===== src/hw/booth_mul_macros.svh =====
//////////////////////////////
// Width settings for the radix-4 Booth multiplier
// Include wherever an operand, product or step width is needed
// MUL_WIDTH must stay even
//////////////////////////////

`ifndef BOOTH_MUL_MACROS_SVH
`define BOOTH_MUL_MACROS_SVH

// Operand width of op_a and op_b
`define MUL_WIDTH 16

// Product and accumulator width
`define PROD_WIDTH (2 * `MUL_WIDTH)

// Step counter width, holds MUL_WIDTH/2 down to zero
`define STEP_W 4

`endif

===== src/hw/booth_mul_pkg.sv =====
//////////////////////////////
// Shared types of the Booth multiplier
// Decoded digit action and controller state encoding
// Import with a wildcard import in the module header
//////////////////////////////

`default_nettype none

`include "booth_mul_macros.svh"

package booth_mul_pkg;

  // Action selected by one radix-4 Booth digit
  typedef enum logic [2:0] {
    OP_ZERO = 3'd0,
    OP_ADD1 = 3'd1,
    OP_ADD2 = 3'd2,
    OP_SUB1 = 3'd3,
    OP_SUB2 = 3'd4
  } booth_op_e;

  // Controller states
  typedef enum logic [1:0] {
    ST_IDLE = 2'd0,
    ST_CALC = 2'd1,
    ST_SEND = 2'd2
  } mul_state_e;

endpackage

`default_nettype wire


===== src/hw/booth_pp_if.sv =====
//////////////////////////////
// Link between datapath and partial-product generator
// Datapath uses modport dp, generator uses modport gen
//////////////////////////////

`default_nettype none

`include "booth_mul_macros.svh"

interface booth_pp_if;

  // Booth group, top three multiplier bits
  logic [2:0]               group;
  // Multiplicand with its sign bit on top
  logic [`MUL_WIDTH:0]      mcand;
  // Selected partial product, already inverted for subtraction
  logic [`PROD_WIDTH-1:0]   pp;
  // Carry-in that completes the two's complement
  logic                     neg;

  modport dp  (output group, output mcand, input pp, input neg);
  modport gen (input group, input mcand, output pp, output neg);

endinterface

`default_nettype wire


===== src/hw/booth_mul_top.sv =====
//////////////////////////////
// Iterative radix-4 Booth multiplier top level
// Valid/ready on operands and product
// Result after MUL_WIDTH/2+1 cycles of calculation
//////////////////////////////

`default_nettype none

`include "booth_mul_macros.svh"

module booth_mul_top (
  input  logic                   clk,
  input  logic                   rst_n,
  // Operand side
  input  logic [`MUL_WIDTH-1:0]  op_a,
  input  logic [`MUL_WIDTH-1:0]  op_b,
  input  logic                   a_signed,
  input  logic                   b_signed,
  input  logic                   in_valid,
  output logic                   in_ready,
  // Product side
  output logic [`PROD_WIDTH-1:0] product,
  output logic                   out_valid,
  input  logic                   out_ready
);

  logic load;
  logic step;

  booth_pp_if pp_bus ();

  booth_mul_ctrl ctrl_i (
    .clk       (clk),
    .rst_n     (rst_n),
    .in_valid  (in_valid),
    .out_ready (out_ready),
    .in_ready  (in_ready),
    .out_valid (out_valid),
    .load      (load),
    .step      (step)
  );

  booth_mul_datapath dp_i (
    .clk      (clk),
    .rst_n    (rst_n),
    .op_a     (op_a),
    .op_b     (op_b),
    .a_signed (a_signed),
    .b_signed (b_signed),
    .load     (load),
    .step     (step),
    .product  (product),
    .pp_bus   (pp_bus.dp)
  );

  // Digit decode and partial-product select
  booth_pp_gen gen_i (
    .pp_bus (pp_bus.gen)
  );

endmodule

`default_nettype wire


===== src/hw/booth_mul_datapath.sv =====
//////////////////////////////
// Booth multiplier datapath
// Holds operands and accumulator, one digit retired per step
// Partial product comes back through booth_pp_if
//////////////////////////////

`default_nettype none

`include "booth_mul_macros.svh"

module booth_mul_datapath (
  input  logic                   clk,
  input  logic                   rst_n,
  input  logic [`MUL_WIDTH-1:0]  op_a,
  input  logic [`MUL_WIDTH-1:0]  op_b,
  input  logic                   a_signed,
  input  logic                   b_signed,
  input  logic                   load,
  input  logic                   step,
  output logic [`PROD_WIDTH-1:0] product,
  booth_pp_if.dp                 pp_bus
);

  logic                   a_sign;
  logic                   b_sign;
  // Multiplicand with extension bit
  logic [`MUL_WIDTH:0]    mcand_q;
  // {sign, sign, multiplier, 0}, top three bits form the current group
  logic [`MUL_WIDTH+2:0]  mplier_q;
  logic [`PROD_WIDTH-1:0] acc_q;
  logic [`PROD_WIDTH-1:0] acc_shl;
  logic [`PROD_WIDTH-1:0] acc_sum;

  // Unsigned operands extend with zero
  assign a_sign = a_signed & op_a[`MUL_WIDTH-1];
  assign b_sign = b_signed & op_b[`MUL_WIDTH-1];

  //////////////////////////////
  // Operand registers
  //////////////////////////////

  always_ff @(posedge clk) begin
    if (load) begin
      mcand_q  <= {a_sign, op_a};
      mplier_q <= {{2{b_sign}}, op_b, 1'b0};
    end else if (step) begin
      // Next lower digit moves to the top
      mplier_q <= {mplier_q[`MUL_WIDTH:0], 2'b00};
    end
  end

  assign pp_bus.group = mplier_q[`MUL_WIDTH+2:`MUL_WIDTH];
  assign pp_bus.mcand = mcand_q;

  //////////////////////////////
  // Accumulator
  //////////////////////////////

  // MSB digit first, so earlier sums gain weight 4 each step
  assign acc_shl = {acc_q[`PROD_WIDTH-3:0], 2'b00};

  bk_adder #(
    .WIDTH (`PROD_WIDTH)
  ) adder_i (
    .a   (acc_shl),
    .b   (pp_bus.pp),
    .cin (pp_bus.neg),
    .sum (acc_sum)
  );

  always_ff @(posedge clk or negedge rst_n) begin
    if (!rst_n) begin
      acc_q <= '0;
    end else if (load) begin
      acc_q <= '0;
    end else if (step) begin
      acc_q <= acc_sum;
    end
  end

  // Stable in SEND since no step happens there
  assign product = acc_q;

endmodule

`default_nettype wire


===== src/hw/booth_mul_ctrl.sv =====
//////////////////////////////
// IDLE/CALC/SEND controller of the Booth multiplier
// Issues load on accept and one step per CALC cycle
// Drives both handshake outputs straight from the state
//////////////////////////////

`default_nettype none

`include "booth_mul_macros.svh"

module booth_mul_ctrl
  import booth_mul_pkg::*;
(
  input  logic clk,
  input  logic rst_n,
  input  logic in_valid,
  input  logic out_ready,
  output logic in_ready,
  output logic out_valid,
  output logic load,
  output logic step
);

  mul_state_e          state;
  mul_state_e          state_nxt;
  logic [`STEP_W-1:0]  step_cnt;
  logic                last_step;

  // Counter reaches zero on the final digit
  assign last_step = (step_cnt == '0);

  //////////////////////////////
  // State machine
  //////////////////////////////

  always_comb begin
    state_nxt = state;
    case (state)
      ST_IDLE: if (in_valid)  state_nxt = ST_CALC;
      ST_CALC: if (last_step) state_nxt = ST_SEND;
      ST_SEND: if (out_ready) state_nxt = ST_IDLE;
      default:                state_nxt = ST_IDLE;
    endcase
  end

  always_ff @(posedge clk or negedge rst_n) begin
    if (!rst_n) begin
      state <= ST_IDLE;
    end else begin
      state <= state_nxt;
    end
  end

  // Loaded with MUL_WIDTH/2 so CALC lasts MUL_WIDTH/2+1 cycles
  always_ff @(posedge clk or negedge rst_n) begin
    if (!rst_n) begin
      step_cnt <= '0;
    end else if (load) begin
      step_cnt <= `STEP_W'(`MUL_WIDTH / 2);
    end else if (step) begin
      step_cnt <= step_cnt - 1'b1;
    end
  end

  //////////////////////////////
  // Outputs
  //////////////////////////////

  assign in_ready  = (state == ST_IDLE);
  assign out_valid = (state == ST_SEND);
  // Input transfer only happens in IDLE
  assign load      = in_ready && in_valid;
  assign step      = (state == ST_CALC);

endmodule

`default_nettype wire


===== src/hw/bk_adder.sv =====
//////////////////////////////
// Brent-Kung parallel prefix adder with carry-in
// WIDTH must be a power of two, carry-out is not produced
// Sum wraps modulo 2**WIDTH
//////////////////////////////

`default_nettype none

module bk_adder #(
  parameter int WIDTH = 32
) (
  input  logic [WIDTH-1:0] a,
  input  logic [WIDTH-1:0] b,
  input  logic             cin,
  output logic [WIDTH-1:0] sum
);

  // Up-sweep levels, then one fewer down-sweep levels
  localparam int LVLS = $clog2(WIDTH);
  localparam int NSTG = 2 * LVLS - 1;

  logic [WIDTH-1:0]            p0;
  logic [NSTG:0][WIDTH-1:0]    gs;
  logic [NSTG:0][WIDTH-1:0]    ps;
  logic [WIDTH-1:0]            carry;

  //////////////////////////////
  // Bitwise generate and propagate
  //////////////////////////////

  assign p0    = a ^ b;
  assign ps[0] = p0;
  // Carry-in folded into bit 0 generate
  assign gs[0] = (a & b) | {{(WIDTH-1){1'b0}}, p0[0] & cin};

  //////////////////////////////
  // Prefix tree
  //////////////////////////////

  for (genvar s = 1; s <= NSTG; s++) begin : g_stage
    // Stages 1..LVLS sweep up, the rest sweep back down
    localparam int LVL  = (s <= LVLS) ? (s - 1) : (NSTG - s);
    localparam int SPAN = 1 << LVL;

    for (genvar i = 0; i < WIDTH; i++) begin : g_bit
      // Up-sweep merges the block ending at bit i with its left neighbour
      localparam bit UP = (s <= LVLS) && (((i + 1) % (2 * SPAN)) == 0);
      // Down-sweep fills the midpoints left open by the up-sweep
      localparam bit DN = (s > LVLS) && (((i + 1) % (2 * SPAN)) == SPAN) &&
                          (i >= 2 * SPAN);

      if (UP || DN) begin : g_cell
        assign gs[s][i] = gs[s-1][i] | (ps[s-1][i] & gs[s-1][i-SPAN]);
        assign ps[s][i] = ps[s-1][i] & ps[s-1][i-SPAN];
      end else begin : g_pass
        assign gs[s][i] = gs[s-1][i];
        assign ps[s][i] = ps[s-1][i];
      end
    end
  end

  // Group generate over [i:0] is the carry out of bit i
  assign carry = gs[NSTG];

  // Top carry is the carry-out and falls off here
  assign sum = p0 ^ {carry[WIDTH-2:0], cin};

endmodule

`default_nettype wire


===== src/hw/booth_pp_gen.sv =====
//////////////////////////////
// Radix-4 Booth partial-product generator
// Purely combinational, sits on the gen side of booth_pp_if
//////////////////////////////

`default_nettype none

`include "booth_mul_macros.svh"

module booth_pp_gen
  import booth_mul_pkg::*;
(
  booth_pp_if.gen pp_bus
);

  booth_op_e              op;
  logic [`PROD_WIDTH-1:0] mcand_1x;
  logic [`PROD_WIDTH-1:0] mcand_2x;

  //////////////////////////////
  // Digit decode
  //////////////////////////////

  always_comb begin
    case (pp_bus.group)
      3'b001, 3'b010: op = OP_ADD1;
      3'b011:         op = OP_ADD2;
      3'b100:         op = OP_SUB2;
      3'b101, 3'b110: op = OP_SUB1;
      // 000 and 111 contribute nothing
      default:        op = OP_ZERO;
    endcase
  end

  //////////////////////////////
  // Operand select
  //////////////////////////////

  // Sign-extend multiplicand to the accumulator width
  assign mcand_1x = {{(`PROD_WIDTH - `MUL_WIDTH - 1){pp_bus.mcand[`MUL_WIDTH]}}, pp_bus.mcand};
  assign mcand_2x = {mcand_1x[`PROD_WIDTH-2:0], 1'b0};

  always_comb begin
    case (op)
      OP_ADD1: pp_bus.pp = mcand_1x;
      OP_ADD2: pp_bus.pp = mcand_2x;
      // One's complement here, the +1 rides on neg
      OP_SUB1: pp_bus.pp = ~mcand_1x;
      OP_SUB2: pp_bus.pp = ~mcand_2x;
      default: pp_bus.pp = '0;
    endcase
  end

  assign pp_bus.neg = (op == OP_SUB1) || (op == OP_SUB2);

endmodule

`default_nettype wire


===== config.mk =====
export PLATFORM = sky130hd
export DESIGN_NAME = booth_mul_top
export DESIGN_NICKNAME = d
export VERILOG_FILES = /design/src/hw/booth_mul_pkg.sv /design/src/hw/booth_pp_if.sv /design/src/hw/booth_mul_top.sv /design/src/hw/booth_mul_datapath.sv /design/src/hw/booth_mul_ctrl.sv /design/src/hw/bk_adder.sv /design/src/hw/booth_pp_gen.sv
export VERILOG_INCLUDE_DIRS = /design/src /design/src/hw
export SDC_FILE = /design/constraint.sdc
export NUM_CORES = 1
export LEC_CHECK = 0
export BUFFER_PORTS_ARGS = -buffer_cell sky130_fd_sc_hd__buf_2
export CAP_MARGIN = 20
export CORE_ASPECT_RATIO = 1.75
export CORE_MARGIN = 2
export CORE_UTILIZATION = 46
export CTS_BUF_LIST = sky130_fd_sc_hd__clkbuf_8 sky130_fd_sc_hd__clkbuf_16
export CTS_CLUSTER_DIAMETER = 30
export DETAILED_ROUTE_END_ITERATION = 16
export GPL_TIMING_DRIVEN = 0
export PLACE_DENSITY = 0.7
export SLEW_MARGIN = 15
export SYNTH_ARGS = -nofsm -noshare
export SYNTH_HDL_FRONTEND = slang
export SYNTH_SLANG_ARGS = --single-unit

===== constraint.sdc =====
create_clock -name clk -period 3.5 [get_ports clk]
set_input_delay 0.175 -clock clk [delete_from_list [all_inputs] [get_ports clk]]
set_output_delay 0.175 -clock clk [all_outputs]
set_load 0.005 [all_outputs]

==> flow_summary.toml, run 1 <==
[outcome]
status = "completed"

[clock_tree]
clockBufferDepth = 2
clk_latency_ns = 0.34
cts_sinks = 73
htree_levels = 3
cts_root_buf = "clkbuf_16"
clk_pin_slew_ns = 0.07
cts_tree = "yes"
cts_buffers = 9

[critical_path]
r2r_start = "dp_i.mplier_q[18]"
crit_path_top_delay_cell = "edfxtp_1"
crit_buf_inv = 3
cp_top_family = "compound AO/OA/AOI/OAI gates"
worstPathMaxFanout = 5
arrival_ns = 3.69
cpPeakStageDelay_ns = 0.44
r2r_cells = 16
cp_num_cells = 16
cpMostUsedCell = "buf_6"
r2r_setup_slack_ns = 0.02
cp_cell_sequence = "buf_6 > buf_6 > xor2_1 > a22oi_1 > o21a_1 > inv_1 > ha_1 > o211ai_1 > o211ai_2 > nand3_2 > a211oi_4 > o41ai_4 > fa_2 > xnor2_2 > xnor2_1 > o21ai_1"
critPathKind = "reg2reg"
endpoint_kind = "flop"
required_ns = 3.71
crit_path_start_kind = "flop"
reg2reg_to = "dp_i.product[31]"

[floorplanning]
die-area_mm2 = 0.0107
io_pins = 72
die_x_um = 79.1
core_area_mm2 = 0.00973
die_y_um = 136
start_util_pct = 46.7
rows = 48

[detailed_routing]
vias = 3802
drt_iter0_markers = 158
first_pass_iters = 4
viasPerCell = 5.43
drc_errors = 0
wl_per_cell_um = 16.9
routed_wirelength_um = 11800
ant_nets = 0

[timing]
tightest_slew_ns = 0.873
fin_skew_ns = 0.0130
rsz0062_at_grt = "true"
setup_viol = 0
finalHoldViolCount = 0
slew_viol_final = 0
fin_crit_sh_pct = 99.3
clock.fmax_mhz = 288
slew_headroom_pct = 41.8
period_needed_ns = 3.48

[yosys]
synth_area_leader_cell = "edfxtp_1"
postSynthAreaPerCell_um2 = 10.2
synth-seq-area-share_pct = 44.0
ys_ff_latch = 73
synth_top_area_share_pct = 23.1
synth.distinct_cells = 48
synth_warnings = 0
ys_async_sr_fraction_pct = 52.1
synth_area_leaders = "edfxtp_1 (23%), dfrtp_1 (21%), ha_1 (8.5%), fa_1 (6.6%), xor2_1 (5.6%)"
syn-cell-area_mm2 = 0.00455
synth_fp_nets = 528
synthFlopType = "dfrtp_1"
postSynthCellCount = 444
synth-edff-count = 35

[finish]
fin_nets = 654
fin_area_mm2 = 0.00600
area_delta_synth_final_pct = 32.0
layout-drive-gt1-share_pct = 31.7
layoutNonFillerInstCount = 700
antenna_cells = 0

[placement]
hpwlAfterDp_um = 8160
placed_cell_area_mm2 = 0.00506
io_buffers = 71
dp.cells = 640
gp_congestion = 0.898

[global_route]
antenna_found_initial = 0
grt_pass1_vias = 4021
gr-total-overflow = 0
grt_max_degree = 39
grt_use_total_pct = 22.5
grt_pass1_wl_um = 18700

[worst_hold_path]
hold_depth = 1
hp-class = "in2reg"
min_from = "op_a[1]"
min_to = "dp_i.pp_bus.mcand[1]"

[run]
max-cap-violations = 0
[cell usage in the layout (no fill, tap or decap), types with 3 or more instances in the layout]
cell type,count
nand2_1,57
ha_1,27
nor2_1,8
inv_2,4
xnor2_1,3
nand4_1,3
ha_4,4
and2_1,4
inv_1,29
o21ai_1,14
and3_1,3
buf_6,11
a21oi_1,9
a21o_1,6
xor2_1,27
fa_1,14
a21oi_2,4
clkbuf_16,9
o21ai_0,34
clkbuf_1,11
edfxtp_1,35
buf_4,37
o21a_1,11
nand2_2,3
a22oi_2,7
buf_2,73
dfrtp_1,38
a22oi_1,8
nor2b_1,5
nand3_1,32
[synth_stat cells, types with 2 or more instances]
cell type / instances
a21boi_0: 2
dfrtp_1: 38
nand2_1: 60
nand4_1: 3
a21oi_1: 13
inv_1: 32
nor2b_1: 5
a211oi_2: 2
edfxtp_1: 35
and2_1: 4
o21ai_2: 2
and3_1: 3
xnor2_1: 4
buf_4: 2
o21a_1: 11
buf_2: 3
fa_1: 15
o41ai_2: 2
nand3_1: 33
a21o_1: 6
clkbuf_1: 12
ha_1: 31
nor2_1: 9
o21ai_0: 49
o31ai_1: 2
a22oi_1: 15
xor2_1: 29
nor3_1: 2
[final cells by class]
| cell class | count | area (um2) |
|---|---|---|
| buffer | 19 | 111 |
| multi-input combinational | 319 | 2570 |
| fill | 815 | 3730 |
| clock buffer | 10 | 239 |
| tap | 125 | 156 |
| timing repair buffer | 115 | 711 |
| inverter | 33 | 124 |
| clock inverter | 6 | 88.8 |
| sequential | 73 | 2000 |
[through the flow]
step | hold slack (ns) | worst slack, ns | utilization [%] | setup TNS, ns
after floorplan | -0.121 | 0.244 | - | 0
after global placement | 0.329 | -0.437 | 52.0 | -2.30
after detailed placement | 0.345 | -0.278 | 52.0 | -0.542
after CTS | 0.00365 | 0.00102 | 58.9 | 0
after global routing | 0.00123 | -0.135 | 61.7 | -0.508
final | 0.0106 | 0.0237 | 61.7 | 0
[worst register-to-register path, stage by stage, from the launching register on]
cell	delay [ns]
edfxtp_1	0.44
buf_6	0.17
buf_6	0.13
xor2_1	0.15
a22oi_1	0.16
o21a_1	0.19
inv_1	0.06
ha_1	0.29
o211ai_1	0.14
o211ai_2	0.26
nand3_2	0.14
a211oi_4	0.37
o41ai_4	0.11
fa_2	0.39
xnor2_2	0.14
xnor2_1	0.14
o21ai_1	0.08
[state kept, by name, indices dropped and copies added (netlist names)]
signal,cells
ctrl_i.state,2
ctrl_i.step_cnt,4
dp_i.mplier_q,18
dp_i.pp_bus.mcand,17
dp_i.product,32
[layer usage]
layer	global-route usage, %	share of wire [%]	vias to the layer above	routed length (um)
met1	23.4	37	1860	4330
met2	43.0	57	98	6790
met3	2.93	3.0	34	359
li1	-	-	1810	-
met4	11.4	3.0	0	354
met5	0	0	-	0
[how the worst max path moves through the flow]
stage	from	endpoint	slack [ns]
floorplan	dp_i.mplier_q[18]	dp_i.product[31]	0.24
detailed placement	dp_i.mplier_q[18]	dp_i.product[31]	-0.28
global placement	dp_i.mplier_q[17]	dp_i.product[31]	-0.44
finish	dp_i.mplier_q[18]	dp_i.product[31]	0.02
CTS	dp_i.mplier_q[17]	dp_i.product[31]	0.001
global route	dp_i.mplier_q[18]	dp_i.product[31]	-0.14
[cell families (layout without fill, tap and decap cells)]
| kind of cell | Yosys count | count (layout) | share of synthesized area (%) |
|---|---|---|---|
| compound gates | 115 | 115 | 17.0 |
| xor+xnor | 34 | 34 | 6.72 |
| fa+ha+maj | 46 | 46 | 15.1 |
| buf+inv | 52 | 183 | 4.71 |
| flops | 73 | 73 | 44.0 |
| simple gates | 124 | 124 | 12.4 |
[repair_timing]
action                                  4_1_cts  5_1_grt
setup buffers                                26       17
endpoints found under the setup margin        7       14
hold endpoints to repair                     38        0
cloned                                        1        0
pin swaps                                    26       29
hold buffers                                  1        0
resized for setup                            36       37
Power of run 1 is not shown: default switching activity piles up to over one toggle a cycle in this logic, so the estimate is an artifact.
==> run 2: changes to the inputs <==
Settings changed: REMOVE_ABC_BUFFERS from default to 1.
==> run 2 against run 1 <==
  * The flow now finishes with violations (setup timing)
  * Design area down 5.0%
  * Final cell count down 5.3%
  * Register-to-register slack worse by 0.06 ns
  * Fmax down 1.6%
  * Core utilization down 3.1 points
  * First-iteration DRC count down 22%
  * Hold slack better by 0.0029 ns
  * Non-clock buffer count down 38
  * Count of clock-buffer cells in the layout down 1
  * Via count down 4.9%
  * Worst setup slack worse by 0.056 ns
  * Largest cell class unchanged
  * Highest routed layer unchanged
==> flow_summary.toml, run 2 (same netlist as run 1, synthesis figures left out) <==
[timing]
tightest_slew_ns = 0.894
period_needed_ns = 3.53
slew_viol_final = 0
finalHoldViolCount = 0
rsz0062_at_grt = "true"
fin_ws_ns = -0.0327
fin_skew_ns = 0.00833
clock.fmax_mhz = 283
slew_headroom_pct = 40.4
fin_crit_sh_pct = 101
setup_viol = 1
fin_setup_tns_ns = -0.0327

[floorplanning]
die_y_um = 136
rows = 48
io_pins = 72
start_util_pct = 46.7
core_area_mm2 = 0.00973
die_x_um = 79.1
die-area_mm2 = 0.0107

[clock_tree]
cts_sinks = 73
cts_tree = "yes"
cts_root_buf = "clkbuf_16"
clockBufferDepth = 2
clk_latency_ns = 0.34
cts_buffers = 9
clk_pin_slew_ns = 0.06
htree_levels = 3

[critical_path]
required_ns = 3.71
worstPathMaxFanout = 9
reg2reg_to = "dp_i.product[31]"
critPathKind = "reg2reg"
r2r_start = "dp_i.mplier_q[17]"
arrival_ns = 3.74
crit_path_start_kind = "flop"
r2r_setup_slack_ns = -0.03
r2r_cells = 16
endpoint_kind = "flop"

[placement]
io_buffers = 71
hpwlAfterDp_um = 7130
pre_cts_ws_ns = -0.658
gp_congestion = 0.835

[detailed_routing]
drc_errors = 0
routed_wirelength_um = 10400
drt_iter0_markers = 124
viasPerCell = 5.45
vias = 3614
wl_per_cell_um = 15.6
ant_nets = 0
first_pass_iters = 5

[global_route]
gr-total-overflow = 0
grt_pass1_wl_um = 16600
grt_pass1_vias = 3599
grt_use_total_pct = 19.9
grt_max_degree = 40
met1_usage_pct = 21.4
busiest_layer = "met2"
gr-usage-met2_pct = 37.7
antenna_found_initial = 0
grt_use_met3_pct = 3.87

[finish]
fillers = 862
area_delta_synth_final_pct = 25.4
final_cell_mix = "buf_2 (71), nand2_1 (56), o21ai_0 (40)"
antenna_cells = 0
largest_reg_flops = 32
fin_nets = 617
layout-drive-gt1-share_pct = 27.7
layout_commonest_cell = "buf_2"

[worst_hold_path]
min_to = "dp_i.pp_bus.mcand[10]"
min_from = "op_a[10]"
hp-class = "in2reg"
hold_depth = 1

[run]
max-cap-violations = 0

[outcome]
violations = "setup timing"
status = "complete, but fails checks"
==> run 2: layer usage <==
| layer | up-vias | part of all wire [%] |
|---|---|---|
| met5 | - | 0 |
| met4 | 0 | 1.8 |
| met3 | 13 | 3.5 |
| met2 | 85 | 58 |
| met1 | 1788 | 37 |
| li1 | 1728 | - |
==> run 2: how the worst max path moves through the flow <==
| stage | start | endpoint | slack, ns |
|---|---|---|---|
| floorplan | dp_i.mplier_q[18] | dp_i.product[31] | -0.14 |
| global placement | dp_i.mplier_q[18] | dp_i.product[31] | -0.81 |
| detailed placement | dp_i.mplier_q[18] | dp_i.product[31] | -0.66 |
| CTS | dp_i.mplier_q[18] | dp_i.product[26] | -0.005 |
| global route | dp_i.mplier_q[18] | dp_i.product[31] | -0.22 |
| finish | dp_i.mplier_q[17] | dp_i.product[31] | -0.03 |
==> run 2: repair_timing <==
action,in CTS,in global routing
gates resized for setup,5,39
pin swaps,1,25
hold buffers,2,0
setup endpoints to repair,24,15
endpoints found under the hold margin,19,0
cloned,0,1
buffers inserted,6,16
==> run 2: critical path: stages, from the launching register on <==
cell	delay, ns
edfxtp_1	0.48
nand2_2	0.16
nor2_4	0.06
buf_4	0.18
a22oi_2	0.19
o21a_1	0.18
inv_1	0.08
ha_4	0.27
nand4_1	0.18
nor2_1	0.18
nand3_2	0.13
a211oi_4	0.37
o41ai_4	0.14
fa_2	0.43
xnor2_2	0.18
xnor2_1	0.13
o21ai_1	0.07
==> run 2: cell type report <==
class | instances | area [um2] | share of cell area [%]
multi-input combinational | 320 | 2530 | 44.4
clock buffer | 9 | 225 | 3.95
timing repair buffer | 96 | 599 | 10.5
clock inverter | 7 | 62.6 | 1.10
sequential | 73 | 2000 | 35.1
tap | 125 | 156 | 2.74
inverter | 33 | 124 | 2.17
==> run 2: through the flow <==
| step | cells | utilization (%) | hold slack [ns] | instance area (um2) |
|---|---|---|---|---|
| 6_report | 663 | 58.6 | 0.0135 | 5700 |
| 5_1_grt | 663 | 58.6 | 0.00759 | 5700 |
| 4_1_cts | 647 | 55.6 | 0.00103 | 5410 |
| 3_5_place_dp | 623 | 51.6 | 0.353 | 5020 |
| 3_3_place_gp | 621 | 51.1 | 0.345 | 4970 |
| 2_1_floorplan | 425 | - | -0.121 | 4460 |
Power of run 2 is left out for the same reason.
